`src/game_sound_pkg.sv`:
```
package game_sound_pkg;

    // one note period word
    localparam int PERIOD_W = 19;

    // note periods in clock cycles before scaling with OFF as silence
    typedef enum logic [PERIOD_W-1:0] {
        BFLAT   = 19'd520000,
        BNOTE   = 19'd482500,
        CNOTE   = 19'd460000,
        CSHARP  = 19'd435000,
        DNOTE   = 19'd410000,
        EFLAT   = 19'd385000,
        ENOTE   = 19'd365000,
        FNOTE   = 19'd345000,
        FSHARP  = 19'd325000,
        GNOTE   = 19'd305000,
        GSHARP  = 19'd285000,
        ANOTE   = 19'd265000,
        BFLAT1  = 19'd245000,
        BNOTE1  = 19'd225000,
        CNOTE1  = 19'd205000,
        CSHARP1 = 19'd185000,
        DNOTE1  = 19'd165000,
        EFLAT1  = 19'd145000,
        ENOTE1  = 19'd125000,
        FNOTE1  = 19'd105000,
        FSHARP1 = 19'd85000,
        GNOTE1  = 19'd65000,
        GSHARP1 = 19'd45000,
        ANOTE1  = 19'd25000,
        BFLAT2  = 19'd5000,
        OFF     = 19'd0
    } note_t;

    // melody length and step index width
    localparam int STEPS  = 32;
    localparam int STEP_W = 5;

    // even steps sound, odd steps rest
    localparam note_t MELODY [STEPS] = '{
        GNOTE, OFF, BNOTE, OFF, DNOTE, OFF, BNOTE, OFF,
        GNOTE, OFF, BNOTE, OFF, ENOTE, OFF, BNOTE, OFF,
        DNOTE, OFF, BNOTE, OFF, DNOTE, OFF, BNOTE, OFF,
        DNOTE, OFF, BNOTE, OFF, CNOTE, OFF, BNOTE, OFF
    };

    // step and effect lengths in ticks
    localparam int DUR_W = 5;
    localparam logic [DUR_W-1:0] NOTE_TICKS   = 5'd25;
    localparam logic [DUR_W-1:0] REST_TICKS   = 5'd30;
    localparam logic [DUR_W-1:0] EFFECT_TICKS = 5'd31;

    // hit effect pitches
    localparam note_t GOOD_NOTE = DNOTE1;
    localparam note_t BAD_NOTE  = BFLAT;

    // what the sequencer is playing
    typedef enum logic [1:0] {
        MODE_IDLE,
        MODE_MELODY,
        MODE_GOOD,
        MODE_BAD
    } mode_t;

    // prescaler counter width
    localparam int TICK_W = 16;

endpackage
```
`src/game_sound.sv`:
```
`timescale 1ns/1ps

module game_sound #(
    parameter int unsigned TICK_DIV    = 50000,
    parameter int unsigned PITCH_SHIFT = 0
) (
    input  logic                  clk,
    input  logic                  nrst,
    input  logic                  enable_i,
    input  logic                  good_hit_i,
    input  logic                  bad_hit_i,
    output logic                  tone_o,
    output game_sound_pkg::note_t pitch_o
);

    // note length strobe
    logic tick;

    tick_gen #(
        .TICK_DIV (TICK_DIV)
    ) tick_gen_i (
        .clk      (clk),
        .nrst     (nrst),
        .enable_i (enable_i),
        .tick_o   (tick)
    );

    // melody and hit effects drive pitch_o and the tone generator
    note_sequencer note_sequencer_i (
        .clk        (clk),
        .nrst       (nrst),
        .tick_i     (tick),
        .good_hit_i (good_hit_i),
        .bad_hit_i  (bad_hit_i),
        .pitch_o    (pitch_o)
    );

    tone_gen #(
        .PITCH_SHIFT (PITCH_SHIFT)
    ) tone_gen_i (
        .clk      (clk),
        .nrst     (nrst),
        .enable_i (enable_i),
        .pitch_i  (pitch_o),
        .tone_o   (tone_o)
    );

endmodule

```
`src/tone_gen.sv`:
```
`timescale 1ns/1ps

module tone_gen #(
    parameter int unsigned PITCH_SHIFT = 0
) (
    input  logic                  clk,
    input  logic                  nrst,
    input  logic                  enable_i,
    input  game_sound_pkg::note_t pitch_i,
    output logic                  tone_o
);

    logic [game_sound_pkg::PERIOD_W-1:0] half;
    logic [game_sound_pkg::PERIOD_W-1:0] cnt;
    logic                                phase;
    game_sound_pkg::note_t               pitch_prev;
    logic                                silent;

    // half period in clock cycles
    assign half   = pitch_i >> PITCH_SHIFT;
    assign silent = !enable_i || (pitch_i == game_sound_pkg::OFF);

    always_ff @(posedge clk, negedge nrst) begin
        if (!nrst) begin
            cnt        <= '0;
            phase      <= 1'b0;
            pitch_prev <= game_sound_pkg::OFF;
        end else if (silent) begin
            cnt        <= '0;
            phase      <= 1'b0;
            // seen as a change once sound returns
            pitch_prev <= game_sound_pkg::OFF;
        end else begin
            pitch_prev <= pitch_i;
            if (pitch_i != pitch_prev) begin
                // new note starts on the high half
                cnt   <= 1'b1;
                phase <= 1'b1;
            end else if (cnt >= half) begin
                cnt   <= 1'b1;
                phase <= !phase;
            end else begin
                cnt <= cnt + 1'b1;
            end
        end
    end

    assign tone_o = phase;

    // the count stays inside the half period while a note holds
    a_cnt_range: assert property (
        @(posedge clk) disable iff (!nrst)
        (!silent && (pitch_i == pitch_prev) && (half != '0))
            |-> ((cnt != '0) && (cnt <= half))
    ) else $error("half period count out of range");

endmodule

```
`src/note_sequencer.sv`:
```
`timescale 1ns/1ps

module note_sequencer (
    input  logic                  clk,
    input  logic                  nrst,
    input  logic                  tick_i,
    input  logic                  good_hit_i,
    input  logic                  bad_hit_i,
    output game_sound_pkg::note_t pitch_o
);

    typedef struct packed {
        game_sound_pkg::mode_t              mode;
        logic [game_sound_pkg::STEP_W-1:0]  step;
        logic [game_sound_pkg::DUR_W-1:0]   left;
    } seq_t;

    seq_t                              seq_q;
    seq_t                              seq_d;
    game_sound_pkg::note_t             pitch_q;
    game_sound_pkg::note_t             pitch_d;
    logic                              good_pend;
    logic                              bad_pend;
    logic                              good_any;
    logic                              bad_any;
    logic [game_sound_pkg::STEP_W-1:0] step_nxt;

    // a strobe in the tick cycle itself still counts
    assign good_any = good_pend | good_hit_i;
    assign bad_any  = bad_pend | bad_hit_i;
    assign step_nxt = seq_q.step + 1'b1;

    always_comb begin
        seq_d = seq_q;
        if (good_any) begin
            seq_d.mode = game_sound_pkg::MODE_GOOD;
            seq_d.step = '0;
            seq_d.left = game_sound_pkg::EFFECT_TICKS - 1'b1;
        end else if (bad_any) begin
            seq_d.mode = game_sound_pkg::MODE_BAD;
            seq_d.step = '0;
            seq_d.left = game_sound_pkg::EFFECT_TICKS - 1'b1;
        end else begin
            case (seq_q.mode)
                game_sound_pkg::MODE_IDLE: begin
                    seq_d.mode = game_sound_pkg::MODE_MELODY;
                    seq_d.step = '0;
                    seq_d.left = game_sound_pkg::NOTE_TICKS - 1'b1;
                end
                game_sound_pkg::MODE_MELODY: begin
                    if (seq_q.left == '0) begin
                        // step index wraps 31 to 0 by itself
                        seq_d.step = step_nxt;
                        if (step_nxt[0]) begin
                            seq_d.left = game_sound_pkg::REST_TICKS - 1'b1;
                        end else begin
                            seq_d.left = game_sound_pkg::NOTE_TICKS - 1'b1;
                        end
                    end else begin
                        seq_d.left = seq_q.left - 1'b1;
                    end
                end
                default: begin
                    // melody restarts once the effect is over
                    if (seq_q.left == '0) begin
                        seq_d.mode = game_sound_pkg::MODE_MELODY;
                        seq_d.step = '0;
                        seq_d.left = game_sound_pkg::NOTE_TICKS - 1'b1;
                    end else begin
                        seq_d.left = seq_q.left - 1'b1;
                    end
                end
            endcase
        end
    end

    // pitch of the state about to load
    always_comb begin
        case (seq_d.mode)
            game_sound_pkg::MODE_MELODY: pitch_d = game_sound_pkg::MELODY[seq_d.step];
            game_sound_pkg::MODE_GOOD:   pitch_d = game_sound_pkg::GOOD_NOTE;
            game_sound_pkg::MODE_BAD:    pitch_d = game_sound_pkg::BAD_NOTE;
            default:                     pitch_d = game_sound_pkg::OFF;
        endcase
    end

    always_ff @(posedge clk, negedge nrst) begin
        if (!nrst) begin
            seq_q.mode <= game_sound_pkg::MODE_IDLE;
            seq_q.step <= '0;
            seq_q.left <= '0;
            pitch_q    <= game_sound_pkg::OFF;
            good_pend  <= 1'b0;
            bad_pend   <= 1'b0;
        end else if (tick_i) begin
            seq_q     <= seq_d;
            pitch_q   <= pitch_d;
            good_pend <= 1'b0;
            bad_pend  <= 1'b0;
        end else begin
            // hold hits until the next tick
            good_pend <= good_any;
            bad_pend  <= bad_any;
        end
    end

    assign pitch_o = pitch_q;

    // a hit seen at a tick starts its effect with good before bad
    a_good_pitch: assert property (
        @(posedge clk) disable iff (!nrst)
        (tick_i && good_any) |=> (pitch_o == game_sound_pkg::GOOD_NOTE)
    ) else $error("good hit at a tick without the good effect pitch");

    a_bad_pitch: assert property (
        @(posedge clk) disable iff (!nrst)
        (tick_i && bad_any && !good_any) |=> (pitch_o == game_sound_pkg::BAD_NOTE)
    ) else $error("bad hit at a tick without the bad effect pitch");

endmodule

```
`src/tick_gen.sv`:
```
`timescale 1ns/1ps

module tick_gen #(
    parameter int unsigned TICK_DIV = 50000
) (
    input  logic clk,
    input  logic nrst,
    input  logic enable_i,
    output logic tick_o
);

    localparam int unsigned CNT_LAST = TICK_DIV - 1;

    logic [game_sound_pkg::TICK_W-1:0] cnt;
    logic                              at_last;

    assign at_last = (cnt == CNT_LAST[game_sound_pkg::TICK_W-1:0]);

    // holds its value while disabled
    always_ff @(posedge clk, negedge nrst) begin
        if (!nrst) begin
            cnt <= '0;
        end else if (enable_i) begin
            if (at_last) begin
                cnt <= '0;
            end else begin
                cnt <= cnt + 1'b1;
            end
        end
    end

    // a parked counter must not repeat the tick
    assign tick_o = enable_i & at_last;

    a_tick_single: assert property (
        @(posedge clk) disable iff (!nrst)
        ((TICK_DIV > 1) && tick_o) |=> !tick_o
    ) else $error("tick_o high on two consecutive cycles");

endmodule

```
`config.mk`:
```
export PLATFORM = sky130hd
export DESIGN_NAME = game_sound
export DESIGN_NICKNAME = d
export VERILOG_FILES = /design/src/game_sound_pkg.sv /design/src/game_sound.sv /design/src/tone_gen.sv /design/src/note_sequencer.sv /design/src/tick_gen.sv
export SDC_FILE = /design/constraint.sdc
export NUM_CORES = 1
export LEC_CHECK = 0
export BUFFER_PORTS_ARGS = -buffer_cell sky130_fd_sc_hd__buf_2
export CORE_MARGIN = 2
export CORE_UTILIZATION = 55
export DETAILED_ROUTE_END_ITERATION = 6
export PLACE_DENSITY = 0.73
export SYNTH_ARGS = -nofsm -noshare
export SYNTH_HDL_FRONTEND = slang
export SYNTH_SLANG_ARGS = --single-unit
```
`constraint.sdc`:
```
create_clock -name clk -period 3.42 [get_ports clk]
set_clock_uncertainty 0.1 [all_clocks]
set_input_delay 0.684 -clock clk [delete_from_list [all_inputs] [get_ports clk]]
set_output_delay 0.684 -clock clk [all_outputs]
set_load 0.03 [all_outputs]
```
==> flow_metrics.env, run 1 <==
export IMPL_outcome="complete, no violations"
export IMPL_cts_tree="done"
export IMPL_seq_area_frac_synth_pct=45.3
export IMPL_drtIter0Drc=215
export IMPL_start_util_pct=56.0
export IMPL_post_route_period_util_pct=89.1
export IMPL_power_density_nw_per_um2=383
export IMPL_fin_setup_tns_ns=0
export IMPL_cp_arrival_ns=3.16
export IMPL_hold_class="in -> async"
export IMPL_r2r_end="note_sequencer_i.pitch_o[12]"
export IMPL_clock_root_buffer="clkbuf_8"
export IMPL_yosys_area_share_xor_xnor_pct=9.48
export IMPL_fill_cells=724
export IMPL_grt_pass1_wl_um=16800
export IMPL_required_ns=3.54
export IMPL_worst_pin_slew_ns=1.02
export IMPL_crit_chain="inv_1 -> ha_1 -> or4b_1 -> and2_1 -> a211oi_4 -> a21boi_0 -> mux2_2 -> o22ai_1"
export IMPL_clockBufferDepth=2
export IMPL_grt_max_degree=83
export IMPL_final_antenna_net_count=0
export IMPL_async_reset_ff_share_pct=100
export IMPL_slew_headroom_pct=32.0
export IMPL_cts_sinks=82
export IMPL_wl_met3_um=514
export IMPL_ctsHoldBuffers=0
export IMPL_synth_top_area_share_pct=45.3
export IMPL_rr_startpoint="note_sequencer_i.seq_q[0]"
export IMPL_synth_top_family_by_area="simple AND/OR/NAND/NOR gates"
export IMPL_area_delta_synth_final_pct=8.34
export IMPL_htreeDepth=3
export IMPL_fin_crit_ns=3.05
export IMPL_synth_compound_area_share_pct=10.0
export IMPL_synth_area_um2=4530
export IMPL_yosysTopAreaCell="dfrtp_1"
export IMPL_met2_length_um=4670
export IMPL_yosys_register_bits=82
export IMPL_grt_usage_pct=24.3
export IMPL_synth_area_mux_share_pct=0.470
export IMPL_fp_dieW_um=94.7
export IMPL_area_sequential_um2=2050
export IMPL_slowest_delay_ns=0.68
export IMPL_finalWirelength_um=9910
export IMPL_hold_viol=0
export IMPL_cts_buffers_inserted=9
export IMPL_synth_warning_count=0
export IMPL_drc=0
export IMPL_drive_gt1_share_pct=10.3
export IMPL_synth_flop_cell="dfrtp_1"
export IMPL_via_per_inst=5.82
export IMPL_hpwlAfterDp_um=7210
export IMPL_layout_common_cells="82 x dfrtp_1, 64 x nor2_1, 38 x nand2_1, 34 x xor2_1, 25 x nand3_1"
export IMPL_antenna_found_initial=0
export IMPL_crit_path_end_kind="flop"
export IMPL_multiInputGateArea_um2=2300
export IMPL_port_buffer_count=22
export IMPL_rr_worst_depth=8
export IMPL_die_area_um2=8980
export IMPL_setup_slack_ns=0.373
export IMPL_cap_viol_max_count=0
export IMPL_p_leak_nw=2.31
export IMPL_rsz0062_at_grt="no"
export IMPL_antennaDiodeCount=0
export IMPL_synthDistinctLibCells=65
export IMPL_r2r_setup_slack_ns=0.37
export IMPL_first_pass_iters=5
export IMPL_grt_overflow=0
export IMPL_nets=522
export IMPL_rows=33
export IMPL_place_ws_ns=0.414
export IMPL_timing_fmax_mhz=328
export IMPL_route_layer_met1_wl_um=4570
export IMPL_yosys_area_share_simple_pct=24.1
export IMPL_dieHeight_um=94.7
export IMPL_layout_commonest_cell="dfrtp_1"
export IMPL_slew_violations=0
export IMPL_gp_congestion=0.880
export IMPL_cts_resized=0
export IMPL_routedWlPerCell_um=16.5
export IMPL_vias=3506
export IMPL_setup_violations=0
export IMPL_clk_pin_slew_ns=0.08
export IMPL_synth_fa_ha_area_share_pct=6.63
export IMPL_topRoutingLayerUsed="met4"
export IMPL_synth_area_leaders="dfrtp_1 45%, ha_1 6.6%, xor2_1 6.6%"
export IMPL_synth_edf_count=0
export IMPL_path_class="reg -> reg"
export IMPL_crit_fanout=15
export IMPL_clk_latency_ns=0.35
export IMPL_synthCells=472
export IMPL_avgSynthCellArea_um2=9.60
export IMPL_cts_setup_buffers=0
export IMPL_ir_drop_v=0.000294
export IMPL_first_global_vias=3409
export IMPL_cp_start_kind="flop"
export IMPL_ios=25
export IMPL_crit_path_top_delay_cell="or4b_1"
export IMPL_core_area_um2=8090
-- worst max-delay path: cells and delay by family, from the launching register on --
kind                     cells  cell delay, ns
AND/OR/NAND/NOR              2            1.04
AO/OA/AOI/OAI                3            0.88
flip-flops                   1            0.41
multiplexers                 1            0.23
adder cells (fa/ha/maj)      1            0.14
buffers and inverters        1            0.11
-- flip-flops by register name, indices dropped and copies added, names as in the netlist --
signal,count
note_sequencer_i.bad_pend,1
note_sequencer_i.good_pend,1
note_sequencer_i.pitch_o,16
note_sequencer_i.seq_q,12
tick_gen_i.cnt,16
tone_gen_i.cnt,19
tone_gen_i.pitch_prev,16
tone_gen_i.tone_o,1
-- routing by layer --
metal | up-vias | GRT usage (%)
li1 | 1684 | -
met2 | 97 | 37.3
met1 | 1711 | 35.1
met4 | 0 | 7.37
met3 | 14 | 4.95
met5 | - | 0
-- layout make-up --
class                           count  share of cell area [%]
Inverter                           25                    1.91
Tap cell                          105                    2.68
Clock inverter                      3                   0.816
Multi-Input combinational cell    349                    46.9
Sequential cell                    82                    41.8
Clock buffer                       12                    2.96
Timing Repair Buffer               26                    2.91
-- worst max path at each step --
stage | startpoint | endpoint | slack (ns) | depth (start not counted)
2_1_floorplan | note_sequencer_i.pitch_o[18] | tone_gen_i.cnt[10] | 0.60 | 10
3_3_place_gp | note_sequencer_i.seq_q[0] | note_sequencer_i.pitch_o[12] | 0.50 | 8
3_5_place_dp | note_sequencer_i.seq_q[0] | note_sequencer_i.pitch_o[12] | 0.41 | 8
4_1_cts | note_sequencer_i.seq_q[0] | note_sequencer_i.pitch_o[12] | 0.38 | 8
5_1_grt | note_sequencer_i.seq_q[0] | note_sequencer_i.pitch_o[12] | 0.21 | 8
6_report | note_sequencer_i.seq_q[0] | note_sequencer_i.pitch_o[12] | 0.37 | 8
-- cell usage after synthesis (all sizes together), types with 2 or more instances --
master,n
nor4,12
or4b,3
buf,6
a32oi,2
nor2b,3
a211oi,4
and2,5
nand2b,5
o31a,2
o211ai,5
xnor2,15
nand4b,3
a21boi,2
a31oi,2
dfrtp,82
clkbuf,11
xor2,34
nand3,25
o21ai,17
and3,11
and3b,2
nor4bb,2
nor2,65
a21o,2
nand4,8
or4,4
nand2,39
o22ai,5
o21a,2
a21oi,14
inv,24
a211o,3
nor3,11
ha,24
-- power by group --
group	internal [mW]	switching (mW)
combinational	0.0559	0.0749
clock	0.352	0.336
sequential	1.01	0.0467
-- stage by stage --
step | hold WS, ns | instances | instance area [µm²] | util [%] | power [mW]
after floorplan | 0.288 | 473 | 4530 | - | 1.16
after global placement | 0.411 | 587 | 4720 | 58.3 | 1.20
after detailed placement | 0.412 | 587 | 4720 | 58.3 | 1.21
after CTS | 0.424 | 602 | 4910 | 60.6 | 1.89
after global routing | 0.457 | 602 | 4910 | 60.6 | 1.97
final | 0.398 | 602 | 4910 | 60.6 | 1.88
-- cells by family after synthesis --
family / count (synthesis)
adder cells (fa/ha/maj): 24
AND/OR/NAND/NOR: 206
other: 1
buffers and inverters: 42
multiplexers: 2
flip-flops: 82
AO/OA/AOI/OAI: 66
XOR/XNOR: 49
(Power assumes the default switching activity.)
==> inputs of run 2 (changes only) <==
- SYNTH_HIERARCHICAL: default -> 1
==> run 2 against run 1 <==
Worst hold slack improved by 0.00071 ns. Highest routed layer unchanged. Synthesized cell count rose by 5.9%. Combinational power fell by 5%. Die area rose by 4.7%. Worst setup slack improved by 0.34 ns. Power rose by 5.6%. Via count rose by 6.4%. Flip-flop and latch count rose by 3. Global-route usage fell by 1.5 points. Clock-buffer cell count fell by 2.
==> flow_metrics.env, run 2 <==
export IMPL_finalWirelength_um=10200
export IMPL_fin_crit_ns=2.70
export IMPL_netSwitchingFraction_pct=24.6
export IMPL_p_comb_share_pct=6.2
export IMPL_area_sequential_um2=2130
export IMPL_async_reset_ff_share_pct=100
export IMPL_rows=33
export IMPL_slew_headroom_pct=29.6
export IMPL_power_density_nw_per_um2=384
export IMPL_seq_area_frac_synth_pct=44.7
export IMPL_grt_max_degree=86
export IMPL_ctsHoldBuffers=0
export IMPL_hold_viol=0
export IMPL_synth_top_family_by_area="simple AND/OR/NAND/NOR gates"
export IMPL_layout_common_cells="85 x dfrtp_1, 58 x nor2_1, 40 x nand2_1, 35 x xnor2_1, 30 x inv_1"
export IMPL_synth_flop_cell="dfrtp_1"
export IMPL_area_delta_synth_final_pct=8.87
export IMPL_fin_setup_tns_ns=0
export IMPL_synth_area_leaders="dfrtp_1 45%, ha_1 6.6%, xnor2_1 6.4%"
export IMPL_start_util_pct=57.3
export IMPL_synth_edf_count=0
export IMPL_outcome="complete, no violations"
export IMPL_yosysTopAreaCell="dfrtp_1"
export IMPL_yosys_register_bits=85
export IMPL_seqPwrFrac_pct=54.5
export IMPL_required_ns=3.59
export IMPL_routedWlPerCell_um=16.0
export IMPL_via_per_inst=5.88
export IMPL_synth_compound_area_share_pct=11.3
export IMPL_power_total_mw=1.99
export IMPL_first_pass_iters=5
export IMPL_fill_cells=699
export IMPL_crit_fanout=10
export IMPL_synth_area_mux_share_pct=0.921
export IMPL_hpwlAfterDp_um=7120
export IMPL_cp_arrival_ns=2.87
export IMPL_clock_root_buffer="clkbuf_8"
export IMPL_synthCells=500
export IMPL_vias=3732
export IMPL_ios=25
export IMPL_clk_latency_ns=0.35
export IMPL_final_antenna_net_count=0
export IMPL_grt_overflow=0
export IMPL_synth_top_area_share_pct=44.7
export IMPL_clk_pin_slew_ns=0.09
export IMPL_synth_warning_count=6
export IMPL_drtIter0Drc=225
export IMPL_avgSynthCellArea_um2=9.51
export IMPL_reg_largest_list="tone_gen_i/cnt x19, tone_gen_i/pitch_prev x19"
export IMPL_post_route_period_util_pct=79.0
export IMPL_slew_violations=0
export IMPL_rsz0062_at_grt="no"
export IMPL_cts_buffers_inserted=9
export IMPL_multiInputGateArea_um2=2440
export IMPL_yosys_area_share_simple_pct=23.3
export IMPL_dieHeight_um=97.0
export IMPL_drc=0
export IMPL_cp_start_kind="flop"
export IMPL_antenna_found_initial=0
export IMPL_first_global_vias=3650
export IMPL_clockBufferDepth=2
export IMPL_path_class="reg -> reg"
export IMPL_hold_class="in -> async"
export IMPL_crit_path_end_kind="flop"
export IMPL_cts_sinks=85
export IMPL_antennaDiodeCount=0
export IMPL_synth_area_um2=4750
export IMPL_power_frac_clock_pct=39.3
export IMPL_synth_fa_ha_area_share_pct=6.58
export IMPL_nets=555
export IMPL_cts_setup_buffers=0
export IMPL_p_leak_nw=2.28
export IMPL_drive_gt1_share_pct=12.5
export IMPL_timing_fmax_mhz=370
export IMPL_layout_commonest_cell="dfrtp_1"
export IMPL_port_buffer_count=22
export IMPL_core_area_um2=8300
export IMPL_htreeDepth=3
export IMPL_worst_pin_slew_ns=1.06
export IMPL_yosys_top_cells_count="85 x dfrtp_1, 59 x nor2_1, 40 x nand2_1, 35 x xnor2_1, 30 x inv_1"
export IMPL_cts_tree="done"
export IMPL_ir_drop_v=0.000253
export IMPL_die_area_um2=9400
export IMPL_gp_congestion=0.938
export IMPL_fp_dieW_um=97.0
export IMPL_synthMostInstantiatedCell="dfrtp_1"
export IMPL_p_int_mw=1.50
export IMPL_setup_violations=0
export IMPL_yosys_area_share_xor_xnor_pct=9.03
export IMPL_cap_viol_max_count=0
export IMPL_synthDistinctLibCells=67
export IMPL_power_switching_mw=0.488
export IMPL_grt_usage_pct=22.9
export IMPL_grt_pass1_wl_um=17600
export IMPL_cts_resized=0
==> run 2: cell types whose count changed after synthesis, moves of 12 or more <==
| cell | previous run | this run |
|---|---|---|
| xnor2_1 | 15 | 35 |
| xor2_1 | 34 | 14 |
| and2_1 | 5 | 23 |
| a21oi_1 | 14 | 26 |
==> run 2: routing by layer <==
metal / share of wire (%) / track usage, %
met1: 49 / 33.1
met2: 46 / 35.7
met3: 3.8 / 2.60
met4: 1.2 / 8.34
met5: 0 / 0
==> run 2: layout make-up <==
type / count / share of cell area [%]
multi-input cells: 372 / 47.2
inverters: 31 / 2.30
repair buffers: 26 / 2.76
clock inverters: 6 / 1.67
well taps: 105 / 2.54
clock buffers: 10 / 2.47
flip-flops and latches: 85 / 41.1
==> run 2: cell families (layout without fill, tap and decap cells) <==
kind of cell | after synthesis | count (layout)
simple gates | 209 | 209
flops | 85 | 85
compound gates | 83 | 83
xor+xnor | 49 | 49
buf+inv | 44 | 73
fa+ha+maj | 25 | 25
mux | 4 | 4
other cells | 1 | 2
==> run 2: power groups by stage <==
stage | registers [mW] | logic (mW) | clock network, mW
global route | 1.09 | 0.142 | 0.837
detailed placement | 1.10 | 0.124 | 0
CTS | 1.08 | 0.125 | 0.798
finish | 1.08 | 0.124 | 0.780
floorplan | 1.09 | 0.0861 | 0
global placement | 1.10 | 0.119 | 0
==> run 2: final timing paths <==
kind | from | endpoint | slack, ns | cells past startpoint
worst max register to register | note_sequencer_i/seq_q[0] | note_sequencer_i/pitch_o[15] | 0.72 | 12
min in group clk | tick_gen_i/cnt[13] | tick_gen_i/cnt[13] | 0.40 | 1
max in group asynchronous | nrst | tone_gen_i/pitch_prev[17] | 2.12 | 1
worst max-delay path | note_sequencer_i/seq_q[0] | note_sequencer_i/pitch_o[15] | 0.72 | 12
worst min register to register | tick_gen_i/cnt[13] | tick_gen_i/cnt[13] | 0.40 | 1
worst min-delay path | nrst | tick_gen_i/cnt[5] | 0.40 | 1
==> run 2: worst max-delay path, cell delays in order, from the launching register on <==
cell	delay (ns)
dfrtp_1	0.41
inv_1	0.13
ha_1	0.16
nor4b_4	0.18
buf_4	0.21
inv_4	0.07
ha_1	0.29
o21ai_0	0.08
buf_4	0.16
nor3_2	0.26
and2b_1	0.26
nand3_1	0.12
a21oi_1	0.18
==> run 2: metrics by stage <==
| stage | cell area (µm²) | hold WS [ns] | std cells | worst slack, ns | util [%] |
|---|---|---|---|---|---|
| finish | 5170 | 0.399 | 635 | 0.717 | 62.4 |
| global route | 5170 | 0.444 | 635 | 0.480 | 62.4 |
| CTS | 5170 | 0.407 | 635 | 0.726 | 62.4 |
| detailed placement | 4960 | 0.388 | 619 | 0.758 | 59.8 |
| global placement | 4960 | 0.384 | 619 | 0.891 | 59.8 |
| floorplan | 4760 | 0.288 | 501 | 0.791 | - |
==> inputs of run 3 (changes only) <==
- PLACE_DENSITY: 0.73 -> 0.76
- clock period: 3.42 -> 2.3 ns (I/O delays scaled with it)
==> run 3 against run 2 <==
The run now ends with setup timing left. Register-to-register slack lost 0.75 ns. Flip-flop and latch count is the same. Global-route usage grew 1.5 points. Power grew 45%. Clock power grew 37%. Wire length grew 15%. Critical path depth shrank 1. Combinational power grew 66%. Sequential power grew 49%. First-iteration DRC count grew 23%. Clock-buffer cell count grew 1. Critical path type unchanged. Critical endpoint is now note_sequencer_i/pitch_o[10]. Largest cell class unchanged.
==> flow_metrics.env, run 3 (synthesis gave the netlist of run 2 again) <==
export IMPL_clk_latency_ns=0.35
export IMPL_clock_root_buffer="clkbuf_8"
export IMPL_finalWirelength_um=11700
export IMPL_final_antenna_net_count=0
export IMPL_cp_arrival_ns=2.50
export IMPL_grt_max_degree=35
export IMPL_rr_worst_depth=11
export IMPL_cts_tree="done"
export IMPL_vias=4040
export IMPL_via_per_inst=5.90
export IMPL_clk_pin_slew_ns=0.09
export IMPL_crit_path_end_kind="flop"
export IMPL_fin_crit_ns=2.33
export IMPL_fp_dieW_um=97.0
export IMPL_fill_cells=639
export IMPL_die_area_um2=9400
export IMPL_routedWlPerCell_um=17.1
export IMPL_path_class="reg -> reg"
export IMPL_crit_top_cell="buf_6"
export IMPL_hold_viol=0
export IMPL_first_global_vias=3894
export IMPL_rows=33
export IMPL_drc=0
export IMPL_cts_buffers_inserted=9
export IMPL_drtIter0Drc=277
export IMPL_slowest_delay_ns=0.41
export IMPL_htreeDepth=3
export IMPL_grt_overflow=0
export IMPL_crit_chain="inv_2 -> ha_4 -> nor4b_4 -> buf_6 -> buf_6 -> nand4b_1 -> a31o_1 -> or2_4 -> a21oi_4 -> o21ai_2 -> a21oi_2"
export IMPL_final_util_pct=69.4
export IMPL_core_area_um2=8300
export IMPL_crit_path_top_delay_cell="dfrtp_1"
export IMPL_setup_slack_ns=-0.0295
export IMPL_ir_drop_v=0.000329
export IMPL_rsz0062_at_grt="yes"
export IMPL_power_total_mw=2.89
export IMPL_r2r_end="note_sequencer_i/pitch_o[10]"
export IMPL_rr_startpoint="note_sequencer_i/seq_q[0]"
export IMPL_gp_congestion=0.858
export IMPL_cts_sinks=85
export IMPL_violations="setup timing"
export IMPL_clockBufferDepth=2
export IMPL_drive_gt1_share_pct=24.8
export IMPL_start_util_pct=57.3
export IMPL_r2r_setup_slack_ns=-0.03
export IMPL_crit_path_end="note_sequencer_i/pitch_o[10]"
export IMPL_setup_violations=1
export IMPL_dieHeight_um=97.0
export IMPL_port_buffer_count=22
export IMPL_required_ns=2.47
export IMPL_ios=25
export IMPL_hpwlAfterDp_um=8070
export IMPL_fin_setup_tns_ns=-0.0295
export IMPL_reg_largest_list="tone_gen_i/cnt x19, tone_gen_i/pitch_prev x19"
export IMPL_cp_start_kind="flop"
export IMPL_crit_fanout=4
export IMPL_area_delta_synth_final_pct=21.2
export IMPL_layout_common_cells="83 x dfrtp_1, 56 x nor2_1, 46 x buf_4, 35 x xnor2_1, 34 x nand2_1"
export IMPL_area_sequential_um2=2130
export IMPL_p_leak_nw=2.55
export IMPL_outcome="finished, violations left"
export IMPL_grt_pass1_wl_um=18900
export IMPL_place_ws_ns=-0.0393
export IMPL_antennaDiodeCount=0
export IMPL_cap_viol_max_count=0
export IMPL_first_pass_iters=5
export IMPL_slew_violations=0
export IMPL_nets=605
export IMPL_antenna_found_initial=0
export IMPL_layout_commonest_cell="dfrtp_1"
export IMPL_hold_class="in -> reg"
export IMPL_multiInputGateArea_um2=2640
export IMPL_power_density_nw_per_um2=501
export IMPL_post_route_period_util_pct=101
export IMPL_crit_start="note_sequencer_i/seq_q[0]"
export IMPL_timing_fmax_mhz=429
export IMPL_grt_usage_pct=24.4
-- run 3: changes by cell type in the layout (fill, tap and decap cells not counted), moves of 3 or more --
| cell | previous run | this run |
|---|---|---|
| nand2_2 | 1 | 6 |
| inv_2 | 0 | 3 |
| a21oi_1 | 26 | 21 |
| nand2_1 | 40 | 34 |
| inv_1 | 30 | 27 |
| buf_4 | 5 | 46 |
| a21oi_2 | 3 | 7 |
| nor3_4 | 0 | 3 |
| buf_6 | 0 | 5 |
-- run 3: per-stage QoR --
step,area (µm²),instances,hold slack (ns)
floorplan,4800,501,0.0644
global placement,5300,657,0.305
detailed placement,5300,657,0.308
CTS,5580,679,0.270
global route,5760,685,0.328
finish,5760,685,0.295
-- run 3: routing by layer --
layer | vias to the layer above | share of wire [%] | routed length (µm) | GRT usage [%]
met5 | - | 0 | 0 | 0
met4 | 0 | 1.4 | 160 | 6.28
met3 | 24 | 5.7 | 668 | 4.34
met2 | 168 | 49 | 5700 | 40.5
met1 | 1960 | 44 | 5170 | 33.2
li1 | 1888 | - | - | -
-- run 3: power by group --
part           internal, mW  total (mW)  leakage, nW  switching, mW
logic                0.0826       0.206         1.33          0.124
clock network         0.535        1.07       0.0959          0.539
registers              1.54        1.61         1.12         0.0654
total                  2.16        2.89         2.55          0.728
-- run 3: critical path: cells and delay by family, from the launching register on --
kind / cells / cell delay, ns
buffers and inverters: 3 / 0.35
and+or+nand+nor: 3 / 0.62
AOI/OAI and AO/OA: 4 / 0.66
DFF: 1 / 0.41
adders and majority gates: 1 / 0.11
-- run 3: layout make-up --
cell class	instances	share of cell area, %
flip-flops and latches	85	37.0
inverters	31	2.06
multi-input cells	373	45.8
repair buffers	74	9.32
clock buffers	11	2.45
repair inverters	1	0.130
well taps	105	2.28
clock inverters	5	1.02
-- run 3: worst min path at each step --
stage / from / to / slack, ns / cells after the start
finish: good_hit_i / note_sequencer_i/good_pend / 0.29 / 3
detailed placement: nrst / tick_gen_i/cnt[5] / 0.31 / 1
global placement: nrst / tick_gen_i/cnt[5] / 0.30 / 1
CTS: good_hit_i / note_sequencer_i/good_pend / 0.27 / 3
floorplan: nrst / note_sequencer_i/bad_pend / 0.06 / 0
global route: good_hit_i / note_sequencer_i/good_pend / 0.33 / 3
-- run 3: timing repair --
action	CTS	global route
gates cloned	0	2
hold buffers	1	0
endpoints found under the setup margin	5	35
pin swaps	2	13
gates resized for setup	6	33
setup buffers	5	6
endpoints found under the hold margin	27	0
